## config.mk

```make
export PLATFORM = sky130hd
export DESIGN_NAME = bg_pixel_pipe
export DESIGN_NICKNAME = d
export VERILOG_FILES = /design/src/hw/ppu_types_pkg.sv /design/src/hw/bg_pixel_pipe.sv /design/src/hw/pixel_fifo.sv /design/src/hw/pixel_shifter.sv /design/src/hw/tile_fetcher.sv
export VERILOG_INCLUDE_DIRS = /design/src /design/src/hw
export SDC_FILE = /design/constraint.sdc
export NUM_CORES = 1
export LEC_CHECK = 0
export BUFFER_PORTS_ARGS = -buffer_cell sky130_fd_sc_hd__buf_2
export CAP_MARGIN = 20
export CORE_ASPECT_RATIO = 1.25
export CORE_MARGIN = 2
export CORE_UTILIZATION = 56
export CTS_CLUSTER_SIZE = 25
export DETAILED_ROUTE_END_ITERATION = 8
export GPL_TIMING_DRIVEN = 0
export PLACE_DENSITY = 0.77
export SLEW_MARGIN = 20
export SYNTH_ARGS = -nofsm -noshare
export SYNTH_HDL_FRONTEND = slang
export SYNTH_HIERARCHICAL = 1
export SYNTH_SLANG_ARGS = --single-unit
```

## constraint.sdc

```tcl
create_clock -name clk -period 2.6 [get_ports clk]
set_input_delay 0.39 -clock clk [delete_from_list [all_inputs] [get_ports clk]]
set_output_delay 0.39 -clock clk [all_outputs]
set_load 0.03 [all_outputs]
```

## src/hw/ppu_consts.svh

```systemverilog
`ifndef PPU_CONSTS_SVH
`define PPU_CONSTS_SVH

// ==============================
// Line geometry
// ==============================

// Pixels per tile row, also the FIFO depth
`define PPU_FIFO_DEPTH 8

// Visible pixels per scanline
`define PPU_SCREEN_WIDTH 160

// ==============================
// Video RAM layout, 13-bit offsets
// ==============================

// Background tile maps, 32x32 entries each
`define PPU_MAP0_BASE 13'h1800
`define PPU_MAP1_BASE 13'h1C00

// Tile data, unsigned 8000 mode and signed 8800 mode
`define PPU_TILE_BASE0 13'h0000
`define PPU_TILE_BASE1 13'h1000

`endif

```

## src/hw/ppu_types_pkg.sv

```systemverilog
`include "ppu_consts.svh"

package ppu_types_pkg;

  // ==============================
  // Pixel data
  // ==============================

  // Colour index straight out of the bitplanes
  typedef logic [1:0] gb_color_t;

  // One decoded tile row, element 0 is leftmost
  typedef gb_color_t [`PPU_FIFO_DEPTH-1:0] pixel_row_t;

  // Palette output, 0 lightest, 3 darkest
  typedef logic [1:0] gb_shade_t;

  // ==============================
  // Fetcher states
  // ==============================
  typedef enum logic [2:0] {
    IDLE,
    GET_TILE,
    GET_LO,
    GET_HI,
    WAIT_HI,
    PUSH
  } fetch_state_t;

endpackage

```

## src/hw/bg_pixel_pipe.sv

```systemverilog
`timescale 1ns/100ps

module bg_pixel_pipe (
  input  logic                     clk,
  input  logic                     reset,
  input  logic                     line_start,
  input  logic [7:0]               ly,
  input  logic [7:0]               scx,
  input  logic [7:0]               scy,
  input  logic                     map_sel,
  input  logic                     tiledata_sel,
  input  logic [7:0]               bgp,
  output logic                     vram_rd,
  output logic [12:0]              vram_addr,
  input  logic [7:0]               vram_data,
  output logic                     pixel_valid,
  output logic [7:0]               pixel_x,
  output ppu_types_pkg::gb_shade_t pixel_shade,
  output logic                     line_done
);
  import ppu_types_pkg::*;

  // ==============================
  // Internal links
  // ==============================

  // Fetcher to FIFO
  logic       fifo_write;
  pixel_row_t fifo_row;
  // FIFO to shifter
  logic       fifo_empty;
  gb_color_t  fifo_pixel;
  logic       fifo_pop;

  // Tile fetch from video RAM
  tile_fetcher i_tile_fetcher (
    .clk          (clk),
    .reset        (reset),
    .line_start   (line_start),
    .ly           (ly),
    .scx          (scx),
    .scy          (scy),
    .map_sel      (map_sel),
    .tiledata_sel (tiledata_sel),
    .line_done    (line_done),
    .vram_rd      (vram_rd),
    .vram_addr    (vram_addr),
    .vram_data    (vram_data),
    .fifo_empty   (fifo_empty),
    .fifo_write   (fifo_write),
    .fifo_row     (fifo_row)
  );

  // One tile row buffer, flushed on every line start
  pixel_fifo i_pixel_fifo (
    .clk        (clk),
    .reset      (reset),
    .flush      (line_start),
    .write_en   (fifo_write),
    .write_data (fifo_row),
    .read_en    (fifo_pop),
    .read_data  (fifo_pixel),
    .empty      (fifo_empty)
  );

  // Fine scroll, palette and x count
  pixel_shifter i_pixel_shifter (
    .clk         (clk),
    .reset       (reset),
    .line_start  (line_start),
    .scx         (scx),
    .bgp         (bgp),
    .fifo_empty  (fifo_empty),
    .fifo_pixel  (fifo_pixel),
    .fifo_pop    (fifo_pop),
    .pixel_valid (pixel_valid),
    .pixel_x     (pixel_x),
    .pixel_shade (pixel_shade),
    .line_done   (line_done)
  );

endmodule

```

## src/hw/pixel_fifo.sv

```systemverilog
`timescale 1ns/100ps
`include "ppu_consts.svh"

module pixel_fifo (
  input  logic                      clk,
  input  logic                      reset,
  input  logic                      flush,
  input  logic                      write_en,
  input  ppu_types_pkg::pixel_row_t write_data,
  input  logic                      read_en,
  output ppu_types_pkg::gb_color_t  read_data,
  output logic                      empty
);
  import ppu_types_pkg::*;

  // Storage for one tile row
  gb_color_t buffer [`PPU_FIFO_DEPTH];

  logic [2:0] read_ptr;
  logic [3:0] count;
  logic       do_pop;

  // Pop only counts while something is held
  assign do_pop = read_en && !empty;

  // ==============================
  // Bulk load
  // ==============================

  // All eight entries in one edge
  always_ff @(posedge clk) begin
    if (write_en) begin
      for (int i = 0; i < `PPU_FIFO_DEPTH; i++) begin
        buffer[i] <= write_data[i];
      end
    end
  end

  // ==============================
  // Pointer and fill count
  // ==============================
  always_ff @(posedge clk or posedge reset) begin
    if (reset) begin
      read_ptr <= 3'd0;
      count    <= 4'd0;
    end else if (flush) begin
      // Line restart drops whatever is left
      read_ptr <= 3'd0;
      count    <= 4'd0;
    end else if (write_en) begin
      count <= 4'(`PPU_FIFO_DEPTH);
    end else if (do_pop) begin
      // Pointer wraps back to 0 after the eighth pop
      read_ptr <= read_ptr + 3'd1;
      count    <= count - 4'd1;
    end
  end

  // Head entry, no read latency
  assign read_data = buffer[read_ptr];
  assign empty     = (count == 4'd0);

  // ==============================
  // Protocol checks
  // ==============================

  // Fetcher must wait for a drained buffer
  a_write_when_empty: assert property (@(posedge clk) disable iff (reset)
    write_en |-> empty);

  // Row must land aligned with the read side
  a_write_ptr_zero: assert property (@(posedge clk) disable iff (reset)
    write_en |-> (read_ptr == 3'd0));

  // Shifter never pops a dry buffer
  a_pop_when_full: assert property (@(posedge clk) disable iff (reset)
    read_en |-> !empty);

endmodule

```

## src/hw/pixel_shifter.sv

```systemverilog
`timescale 1ns/100ps
`include "ppu_consts.svh"

module pixel_shifter (
  input  logic                     clk,
  input  logic                     reset,
  input  logic                     line_start,
  input  logic [7:0]               scx,
  input  logic [7:0]               bgp,
  input  logic                     fifo_empty,
  input  ppu_types_pkg::gb_color_t fifo_pixel,
  output logic                     fifo_pop,
  output logic                     pixel_valid,
  output logic [7:0]               pixel_x,
  output ppu_types_pkg::gb_shade_t pixel_shade,
  output logic                     line_done
);
  import ppu_types_pkg::*;

  // Line in progress, cleared after the last pixel
  logic       active;
  // Fine scroll pixels still to drop
  logic [2:0] discard;
  logic [7:0] palette;
  // Screen position of the next kept pixel
  logic [7:0] x_count;
  logic       last_pixel;
  logic       keep;

  // Two palette bits per colour index
  function automatic gb_shade_t apply_palette(input logic [7:0] pal,
                                              input gb_color_t  color);
    return gb_shade_t'(pal[{color, 1'b0} +: 2]);
  endfunction

  // ==============================
  // Pop control
  // ==============================
  assign fifo_pop   = active && !fifo_empty;
  assign keep       = fifo_pop && (discard == 3'd0);
  assign last_pixel = (x_count == 8'(`PPU_SCREEN_WIDTH - 1));

  always_ff @(posedge clk or posedge reset) begin
    if (reset) begin
      active      <= 1'b0;
      discard     <= 3'd0;
      x_count     <= 8'd0;
      pixel_valid <= 1'b0;
      line_done   <= 1'b0;
    end else if (line_start) begin
      // Restart, also mid line
      active      <= 1'b1;
      discard     <= scx[2:0];
      x_count     <= 8'd0;
      pixel_valid <= 1'b0;
      line_done   <= 1'b0;
    end else begin
      pixel_valid <= keep;
      // One cycle behind the final pixel
      line_done   <= pixel_valid && (pixel_x == 8'(`PPU_SCREEN_WIDTH - 1));
      if (fifo_pop) begin
        if (discard != 3'd0) begin
          discard <= discard - 3'd1;
        end else begin
          x_count <= x_count + 8'd1;
          if (last_pixel) begin
            active <= 1'b0;
          end
        end
      end
    end
  end

  // ==============================
  // Pixel output
  // ==============================
  always_ff @(posedge clk) begin
    if (line_start) begin
      palette <= bgp;
    end
    if (keep) begin
      pixel_x     <= x_count;
      pixel_shade <= apply_palette(palette, fifo_pixel);
    end
  end

  // Never past the right edge
  a_x_in_range: assert property (@(posedge clk) disable iff (reset)
    pixel_valid |-> (pixel_x <= 8'(`PPU_SCREEN_WIDTH - 1)));

endmodule

```

## src/hw/tile_fetcher.sv

```systemverilog
`timescale 1ns/100ps
`include "ppu_consts.svh"

module tile_fetcher (
  input  logic                      clk,
  input  logic                      reset,
  input  logic                      line_start,
  input  logic [7:0]                ly,
  input  logic [7:0]                scx,
  input  logic [7:0]                scy,
  input  logic                      map_sel,
  input  logic                      tiledata_sel,
  input  logic                      line_done,
  output logic                      vram_rd,
  output logic [12:0]               vram_addr,
  input  logic [7:0]                vram_data,
  input  logic                      fifo_empty,
  output logic                      fifo_write,
  output ppu_types_pkg::pixel_row_t fifo_row
);
  import ppu_types_pkg::*;

  fetch_state_t state;
  fetch_state_t state_next;

  // Line values captured at line_start
  logic [7:0]  line_row;
  logic        map_sel_q;
  logic        tiledata_sel_q;

  // Map column of the tile being fetched
  logic [4:0]  tile_col;

  // Bytes collected for the current tile
  logic [7:0]  tile_num;
  logic [7:0]  plane_lo;
  logic [7:0]  plane_hi;

  logic [12:0] map_addr;

  // Tile data address, signed tile number in 8800 mode
  function automatic logic [12:0] data_addr(input logic [7:0] tile,
                                            input logic       unsigned_mode,
                                            input logic [2:0] fine_row,
                                            input logic       plane);
    logic [12:0] tile_base;
    if (unsigned_mode) begin
      tile_base = `PPU_TILE_BASE0 + {1'b0, tile, 4'b0000};
    end else begin
      // Sign extension, wraps mod 8 KiB
      tile_base = `PPU_TILE_BASE1 + {tile[7], tile, 4'b0000};
    end
    return tile_base + {9'd0, fine_row, plane};
  endfunction

  // Map entry for (row / 8, column)
  assign map_addr = (map_sel_q ? `PPU_MAP1_BASE : `PPU_MAP0_BASE)
                  + {3'b000, line_row[7:3], tile_col};

  // ==============================
  // State machine
  // ==============================
  always_comb begin
    state_next = state;
    case (state)
      IDLE:     state_next = IDLE;
      GET_TILE: state_next = GET_LO;
      GET_LO:   state_next = GET_HI;
      GET_HI:   state_next = WAIT_HI;
      WAIT_HI:  state_next = PUSH;
      PUSH: begin
        // Hold here until the shifter drains the FIFO
        if (fifo_empty) begin
          state_next = GET_TILE;
        end
      end
      default:  state_next = IDLE;
    endcase
    if (line_done) begin
      state_next = IDLE;
    end
    // Restart wins over line end
    if (line_start) begin
      state_next = GET_TILE;
    end
  end

  always_ff @(posedge clk or posedge reset) begin
    if (reset) begin
      state    <= IDLE;
      tile_col <= 5'd0;
    end else begin
      state <= state_next;
      if (line_start) begin
        // Coarse scroll picks the first column
        tile_col <= scx[7:3];
      end else if (fifo_write) begin
        // Natural wrap at 32
        tile_col <= tile_col + 5'd1;
      end
    end
  end

  // ==============================
  // Line latch and byte capture
  // ==============================
  always_ff @(posedge clk) begin
    if (line_start) begin
      line_row       <= ly + scy;
      map_sel_q      <= map_sel;
      tiledata_sel_q <= tiledata_sel;
    end
    // Each byte arrives one cycle after its read
    case (state)
      GET_LO:  tile_num <= vram_data;
      GET_HI:  plane_lo <= vram_data;
      WAIT_HI: plane_hi <= vram_data;
      default: ;
    endcase
  end

  // ==============================
  // Video RAM requests
  // ==============================
  always_comb begin
    vram_rd   = 1'b0;
    vram_addr = 13'd0;
    case (state)
      GET_TILE: begin
        vram_rd   = 1'b1;
        vram_addr = map_addr;
      end
      GET_LO: begin
        // Tile number is on the bus this cycle
        vram_rd   = 1'b1;
        vram_addr = data_addr(vram_data, tiledata_sel_q, line_row[2:0], 1'b0);
      end
      GET_HI: begin
        vram_rd   = 1'b1;
        vram_addr = data_addr(tile_num, tiledata_sel_q, line_row[2:0], 1'b1);
      end
      default: ;
    endcase
  end

  // ==============================
  // Row decode and push
  // ==============================

  // Bit 7 of each plane is the leftmost pixel
  always_comb begin
    for (int i = 0; i < `PPU_FIFO_DEPTH; i++) begin
      fifo_row[i] = {plane_hi[3'(7 - i)], plane_lo[3'(7 - i)]};
    end
  end

  assign fifo_write = (state == PUSH) && fifo_empty;

  // No fetch traffic while idle or waiting to push
  a_no_read_idle_push: assert property (@(posedge clk) disable iff (reset)
    (state inside {IDLE, PUSH}) |-> !vram_rd);

endmodule
```

==> impl_metrics.json, run 1 <==
{
  "firstDrtPassIters": 4,
  "comb_power_share": 0.175,
  "rr_endpoint": "i_pixel_fifo/read_ptr[2]$_DFFE_PP0P_",
  "vias": 2871,
  "place_inst": 506,
  "worstSetupStartpointType": "flop",
  "final_antenna_net_count": 0,
  "holdPathStages": 1,
  "ys.flop_type": "edfxtp_1",
  "root_buffer": "clkbuf_8",
  "arrival_ns": 2.68,
  "end_kind": "flop",
  "synth_xor_area_frac": 0.01876,
  "rr_worst_depth": 7,
  "grt_overflow": 0,
  "whs_ns": 0.1911,
  "cts_made_buffers": 9,
  "power.switching_mw": 0.9183,
  "gp_congestion": 0.8035,
  "vdd_drop_max_v": 0.0004415,
  "yosys_warnings": 6,
  "die_area_um2": 8216,
  "finalClockSkew_ns": 0.009823,
  "yosys.area_share.simple": 0.1334,
  "layout.nets": 490,
  "clk_pin_slew_ns": 0.09,
  "finalSetupViolations": 0,
  "io_pins": 71,
  "yosysSeqAreaShare": 0.6015,
  "track_usage": 0.2105,
  "synthAdderAreaFrac": 0.04646,
  "drv_slew": 0,
  "synthDistinctLibCells": 47,
  "crit_chain": "inv_1 > ha_1 > nor3b_4 > nand3_1 > clkinvlp_4 > nor4b_1 > mux2_2",
  "die_w_um": 81.48,
  "relSlewSlack": 0.4835,
  "dr_wl_met2_um": 4041,
  "syn_area_um2": 4202,
  "yosysMostFrequentCell": "edfxtp_1",
  "synthMuxAreaShare": 0.07177,
  "first_global_vias": 2901,
  "synth.area.top_cells": "edfxtp_1 (43%), dfrtp_1 (17%), ha_1 (4.2%), a21oi_1 (3.2%), mux4_2 (3.2%)",
  "dr_wl_met3_um": 511,
  "viasPerCell": 5.448,
  "max_cap_violations": 0,
  "core_area_um2": 7313,
  "path_max_fanout": 10,
  "synth_compound_area_frac": 0.08338,
  "synthCells": 337,
  "worstHoldStart": "map_sel",
  "powerDensity_nw_per_um2": 625.9,
  "synthTopCellsByCount": "edfxtp_1 (60), nor2_1 (33), dfrtp_1 (29)",
  "hpwl_um": 5814,
  "wl_per_cell_um": 15.06,
  "hold_viol": 0,
  "diodes": 0,
  "initial_core_util": 0.5745,
  "ff2ff_setup_slack_ns": 0.18,
  "maxUsedRoutingLayer": "met4",
  "rr_startpoint": "i_pixel_fifo/count[0]$_DFFE_PP0P_",
  "internal_power_mw": 2.169,
  "fmax_mhz": 413.5,
  "min_path_type": "in2reg",
  "postRouteWirelength_um": 7934,
  "drt_iter0_drc": 149,
  "htreeDepth": 3,
  "min_period_ns": 2.419,
  "antenna_found_initial": 0,
  "synth_top_family_by_area": "simple AND/OR/NAND/NOR gates",
  "async_reset_ff_frac": 0.3258,
  "power_frac_seq": 0.530,
  "die_y_um": 100.8,
  "wl_met1_um": 3176,
  "ys_ff_latch": 89,
  "yosys.area.top_type": "edfxtp_1",
  "p_sw_frac": 0.2975,
  "critical-path-max-stage-delay_ns": 0.44,
  "drc": 0,
  "whs_endpoint": "i_tile_fetcher/map_sel_q$_DFFE_PP_",
  "clkLatencyLatePin_ns": 0.37,
  "yosys.area.top_type_share": 0.4288,
  "cts_buffer_depth": 2,
  "crit_slowest_cell": "nor4b_1",
  "crit_type": "reg2reg",
  "clkPwrFrac": 0.296,
  "cts.sinks": 89,
  "tightest_slew_ns": 0.7719,
  "leakage_nw": 2.082,
  "instances_no_fill": 527,
  "grt_setup_unrepaired": "no",
  "grt_max_degree": 32,
  "area_delta_synth_final_pct": 17.39,
  "fp-row-count": 35,
  "crit_path_start": "i_pixel_fifo/count[0]$_DFFE_PP0P_",
  "synth.avg_cell_area_um2": 12.47,
  "status": "finished, final reports clean",
  "drive_gt1_frac": 0.2736,
  "portBuffers": 70,
  "grt_pass1_wl_um": 12850,
  "cts_tree": "done",
  "required_ns": 2.86,
  "period_share": 0.9302,
  "synth_edf_count": 60
}
how the worst max path moves through the flow:
stage | end | depth (start not counted)
2_1_floorplan | i_pixel_fifo/read_ptr[0]$_DFFE_PP0P_ | 7
3_3_place_gp | i_pixel_fifo/read_ptr[0]$_DFFE_PP0P_ | 7
3_5_place_dp | i_pixel_fifo/read_ptr[0]$_DFFE_PP0P_ | 7
4_1_cts | i_pixel_fifo/read_ptr[0]$_DFFE_PP0P_ | 7
5_1_grt | i_pixel_fifo/read_ptr[2]$_DFFE_PP0P_ | 7
6_report | i_pixel_fifo/read_ptr[2]$_DFFE_PP0P_ | 7
placed cells by master (no fill, tap or decap), types with 9 or more instances in the layout:
cell / netlist / layout
buf_2: 6 / 76
edfxtp_1: 60 / 60
nor2_1: 33 / 33
dfrtp_1: 29 / 29
a21oi_1: 27 / 27
inv_1: 20 / 19
nand2_1: 16 / 16
o21ai_0: 14 / 14
ha_1: 14 / 14
mux2i_1: 11 / 11
buf_4: 8 / 11
clkbuf_8: 0 / 9
sequential cells by signal, indices dropped and copies added (netlist names):
register,cells
i_tile_fetcher/tiledata_sel_q,1
i_pixel_shifter/pixel_shade,2
i_tile_fetcher/map_sel_q,1
i_pixel_shifter/active,1
i_pixel_fifo/read_ptr,3
i_tile_fetcher/tile_num,8
i_tile_fetcher/plane_lo,4
i_pixel_shifter/line_done,1
i_pixel_shifter/discard,3
i_tile_fetcher/tile_col,5
i_tile_fetcher/line_row,8
i_pixel_fifo/buffer,16
i_pixel_fifo/count,4
i_pixel_shifter/pixel_valid,1
i_pixel_shifter/x_count,8
i_pixel_shifter/palette,8
i_tile_fetcher/plane_hi,4
i_tile_fetcher/state,3
i_pixel_shifter/pixel_x,8
repair_timing:
action	4_1_cts	5_1_grt
hold buffers	1	0
gates resized for setup	2	0
setup buffers	0	3
hold endpoints to repair	15	0
setup endpoints to repair	23	3
cloned	0	1
cell families after synthesis:
family	after synthesis
fa+ha+maj	15
simple gates	102
xor+xnor	9
compound gates	60
buf+inv	39
mux	22
flops	89
other cells	1
critical path, delay by kind of cell (launching register included):
family	cells	cell delay [ns]
mux	1	0.37
simple gates	3	0.92
buf+inv	2	0.42
flops	1	0.39
fa+ha+maj	1	0.20
metal layers:
layer | up-vias | track usage
met1 | 1358 | 0.2412
met3 | 16 | 0.05018
met2 | 92 | 0.3613
met5 | - | 0
met4 | 0 | 0.1082
li1 | 1405 | -
per-stage QoR:
step | TNS [ns] | instance area [um2] | util | setup slack [ns] | power (mW)
floorplan | 0 | 4228 | - | 0.2832 | 2.023
global placement | -0.8078 | 4693 | 0.6417 | -0.2357 | 2.179
detailed placement | -3.422 | 4693 | 0.6417 | -0.3701 | 2.196
CTS | 0 | 4905 | 0.6707 | 0.06065 | 3.105
global route | 0 | 4932 | 0.6744 | 0.05635 | 3.229
finish | 0 | 4932 | 0.6744 | 0.1815 | 3.087
final cells by class:
type                            count  area [um2]
Buffer                             19       108.9
Clock buffer                        9       123.9
Clock inverter                      7       67.56
Fill cell                         545        2381
Inverter                           20       78.83
Multi-Input combinational cell    216        1523
Sequential cell                    89        2527
Tap cell                           92       115.1
Timing Repair Buffer               74       382.9
Timing Repair inverter              1       5.005
power groups by stage:
stage	clock network, mW	registers (mW)	logic [mW]
detailed placement	0	1.67	0.531
finish	0.913	1.63	0.539
CTS	0.935	1.64	0.535
global route	0.996	1.64	0.590
global placement	0	1.66	0.517
floorplan	0	1.66	0.366
No activity file was read; power rests on OpenSTA's default activity.
==> inputs of run 2 (changes only) <==
--- a/config.mk
+++ b/config.mk
@@ -6,15 +6,17 @@
 export SDC_FILE = /design/constraint.sdc
 export NUM_CORES = 1
 export LEC_CHECK = 0
+export ABC_AREA = 1
 export BUFFER_PORTS_ARGS = -buffer_cell sky130_fd_sc_hd__buf_2
 export CAP_MARGIN = 20
 export CORE_ASPECT_RATIO = 1.25
 export CORE_MARGIN = 2
 export CORE_UTILIZATION = 56
+export CTS_CLUSTER_DIAMETER = 120
 export CTS_CLUSTER_SIZE = 25
 export DETAILED_ROUTE_END_ITERATION = 8
 export GPL_TIMING_DRIVEN = 0
-export PLACE_DENSITY = 0.77
+export PLACE_DENSITY = 0.76
 export SLEW_MARGIN = 20
 export SYNTH_ARGS = -nofsm -noshare
 export SYNTH_HDL_FRONTEND = slang
==> run 2 against run 1 <==
Net effect:
- routed wire length up 2.6%
- setup slack better by 0.19 ns
- sequential cell count stayed put
- combinational power rose to 2.7 times the previous value
- highest routed layer unchanged
- die area is 5.2% higher
- clock power up 5.5%
- global-route usage decreased by 1.4 points
- register-to-register slack better by 0.19 ns
- synthesized cell count increased by 36%
- utilization fell by 1.0 points
- via count is 15% higher
==> impl_metrics.json, run 2 <==
{
  "clkLatencyLatePin_ns": 0.34,
  "drive_gt1_frac": 0.2329,
  "final_cell_mix": "nand2_1 (122), buf_2 (70), edfxtp_1 (60)",
  "ys_ff_latch": 89,
  "crit_slowest_cell": "nor2_1",
  "vias": 3310,
  "vdd_drop_max_v": 0.0005349,
  "nFillCells": 634,
  "fmax_mhz": 448.1,
  "io_pins": 71,
  "ff2ff_setup_slack_ns": 0.37,
  "die_y_um": 103.4,
  "gp_congestion": 0.8388,
  "yosys.area.top_type": "edfxtp_1",
  "portBuffers": 70,
  "htreeDepth": 3,
  "area_delta_synth_final_pct": 16.16,
  "clk_pin_slew_ns": 0.09,
  "postCtsSetupBuffers": 0,
  "fin_util": 0.6641,
  "wl_per_cell_um": 12.54,
  "synth_edf_count": 60,
  "synth.area.top_cells": "edfxtp_1 (41%), dfrtp_1 (16%), nand2_1 (10%), inv_1 (4.7%), ha_1 (4.0%)",
  "largest_reg_flops": 16,
  "die_w_um": 83.55,
  "layout_commonest_cell": "nand2_1",
  "arrival_ns": 2.46,
  "viasPerCell": 5.100,
  "status": "finished, final reports clean",
  "initial_core_util": 0.5717,
  "diodes": 0,
  "synthCells": 460,
  "place_inst": 632,
  "tightest_slew_ns": 0.5857,
  "finalSetupViolations": 0,
  "die_area_um2": 8641,
  "yosys_warnings": 6,
  "finalClockSkew_ns": 0.009460,
  "postRouteWirelength_um": 8141,
  "root_buffer": "clkbuf_8",
  "fp-row-count": 36,
  "cts_made_buffers": 9,
  "critical-path-max-stage-delay_ns": 0.38,
  "min_path_type": "in2reg",
  "cts_tree": "done",
  "antenna_found_initial": 0,
  "setup_tns_ns": 0,
  "synth.avg_cell_area_um2": 9.629,
  "async_reset_ff_frac": 0.3258,
  "grt_setup_unrepaired": "no",
  "yosysSeqAreaShare": 0.5706,
  "ys.flop_type": "edfxtp_1",
  "worstSetupStartpointType": "flop",
  "cts.sinks": 89,
  "hpwl_um": 6185,
  "required_ns": 2.83,
  "track_usage": 0.1965,
  "crit_type": "reg2reg",
  "grt_overflow": 0,
  "min_period_ns": 2.232,
  "synthTopCellsByCount": "nand2_1 (122), edfxtp_1 (60), inv_1 (55)",
  "max_cap_violations": 0,
  "synthDistinctLibCells": 34,
  "final_antenna_net_count": 0,
  "relSlewSlack": 0.6065,
  "layout.nets": 609,
  "end_kind": "flop",
  "yosysMostFrequentCell": "nand2_1",
  "period_share": 0.8583,
  "drt_iter0_drc": 154,
  "syn_area_um2": 4429,
  "grt_pass1_wl_um": 13430,
  "drc": 0,
  "hold_viol": 0,
  "first_global_vias": 3221,
  "path_max_fanout": 20,
  "regMostFlops": "i_pixel_fifo/buffer",
  "core_area_um2": 7747,
  "firstDrtPassIters": 4,
  "cts_buffer_depth": 2,
  "instances_no_fill": 649,
  "powerDensity_nw_per_um2": 841.6,
  "leakage_nw": 2.425,
  "drv_slew": 0,
  "grt_max_degree": 25,
  "crit_chain": "inv_1 > ha_1 > nand3_2 > inv_1 > nand3_2 > clkinvlp_4 > nor2_1 > nand2_2 > nand3_1 > nand2_1",
  "yosys.area.top_type_share": 0.4068
}
-- run 2: cell count changes in the layout (fill, tap and decap cells not counted), moves of 7 or more --
cell / delta
inv_1: +35
nand2_1: +106
o21ai_1: +11
mux2i_1: -11
o21ai_0: +7
nand3_1: +28
a21oi_1: -20
-- run 2: layer usage --
layer	global-route usage	part of all wire
met4	0.07940	0.015
met5	0	0
met2	0.3610	0.52
met3	0.05397	0.057
met1	0.2196	0.41
-- run 2: critical path, delay by kind of cell, from the launching register on --
kind                     cells  cell delay, ns
flip-flops                   1            0.35
AND/OR/NAND/NOR              6            0.96
adder cells (fa/ha/maj)      1            0.22
buffers and inverters        3            0.57
-- run 2: cells by family (layout without fill, tap and decap cells) --
| kind of cell | after synthesis | in the layout | synth area share |
|---|---|---|---|
| fa+ha+maj | 15 | 15 | 0.04407 |
| other cells | 1 | 8 | 0.0008466 |
| xor+xnor | 8 | 8 | 0.01582 |
| compound gates | 47 | 47 | 0.05847 |
| flops | 89 | 89 | 0.5706 |
| buf+inv | 76 | 163 | 0.07994 |
| simple gates | 224 | 224 | 0.2302 |
-- run 2: path summary, 6_finish.rpt --
check                                                     start                                      to  cells after the start
max                           i_pixel_fifo/count[0]$_DFFE_PP0P_       i_pixel_fifo/count[3]$_DFFE_PP0P_                     10
min                                                      bgp[2]    i_pixel_shifter/palette[2]$_DFFE_PP_                      1
max reg2reg                   i_pixel_fifo/count[0]$_DFFE_PP0P_       i_pixel_fifo/count[3]$_DFFE_PP0P_                     10
min reg2reg                i_tile_fetcher/plane_lo[1]$_DFFE_PN_     i_pixel_fifo/buffer[6][0]$_DFFE_PP_                      0
max in group asynchronous                                 reset  i_pixel_shifter/x_count[5]$_DFFE_PP0P_                      3
min in group asynchronous                                 reset       i_pixel_fifo/count[0]$_DFFE_PP0P_                      3
-- run 2: cell type report --
type,instances,area (um2),area share
plain buffers,13,110.1,0.02140
flip-flops and latches,89,2527,0.4912
multi-input cells,302,1574,0.3059
inverters,63,247.7,0.04815
clock buffers,12,156.4,0.03040
clock inverters,4,50.05,0.009728
well taps,95,118.9,0.02310
repair buffers,71,360.3,0.07004
-- run 2: stage by stage --
step | power, mW | setup slack, ns | cell area (um2) | hold slack [ns]
after floorplan | 3.009 | 0.6577 | 4456 | 0.1934
after global placement | 3.338 | 0.2912 | 4925 | 0.3780
after detailed placement | 3.395 | 0.2035 | 4925 | 0.3783
after CTS | 4.362 | 0.1817 | 5141 | 0.1893
after global routing | 4.638 | 0.1050 | 5145 | 0.1817
final | 4.330 | 0.3685 | 5145 | 0.2115
-- run 2: power breakdown --
| group | internal, mW | total [mW] | leakage, nW | switching (mW) |
|---|---|---|---|---|
| Clock | 0.504 | 0.963 | 0.106 | 0.459 |
| Combinational | 0.472 | 1.48 | 1.39 | 1.01 |
| Sequential | 1.76 | 1.89 | 0.934 | 0.131 |
| Total | 2.73 | 4.33 | 2.42 | 1.60 |
-- run 2: timing repair --
item | 4_1_cts | 5_1_grt
setup endpoints to repair | 0 | 2
endpoints found under the hold margin | 7 | 0
hold buffers | 1 | 0
gates resized for setup | 0 | 1
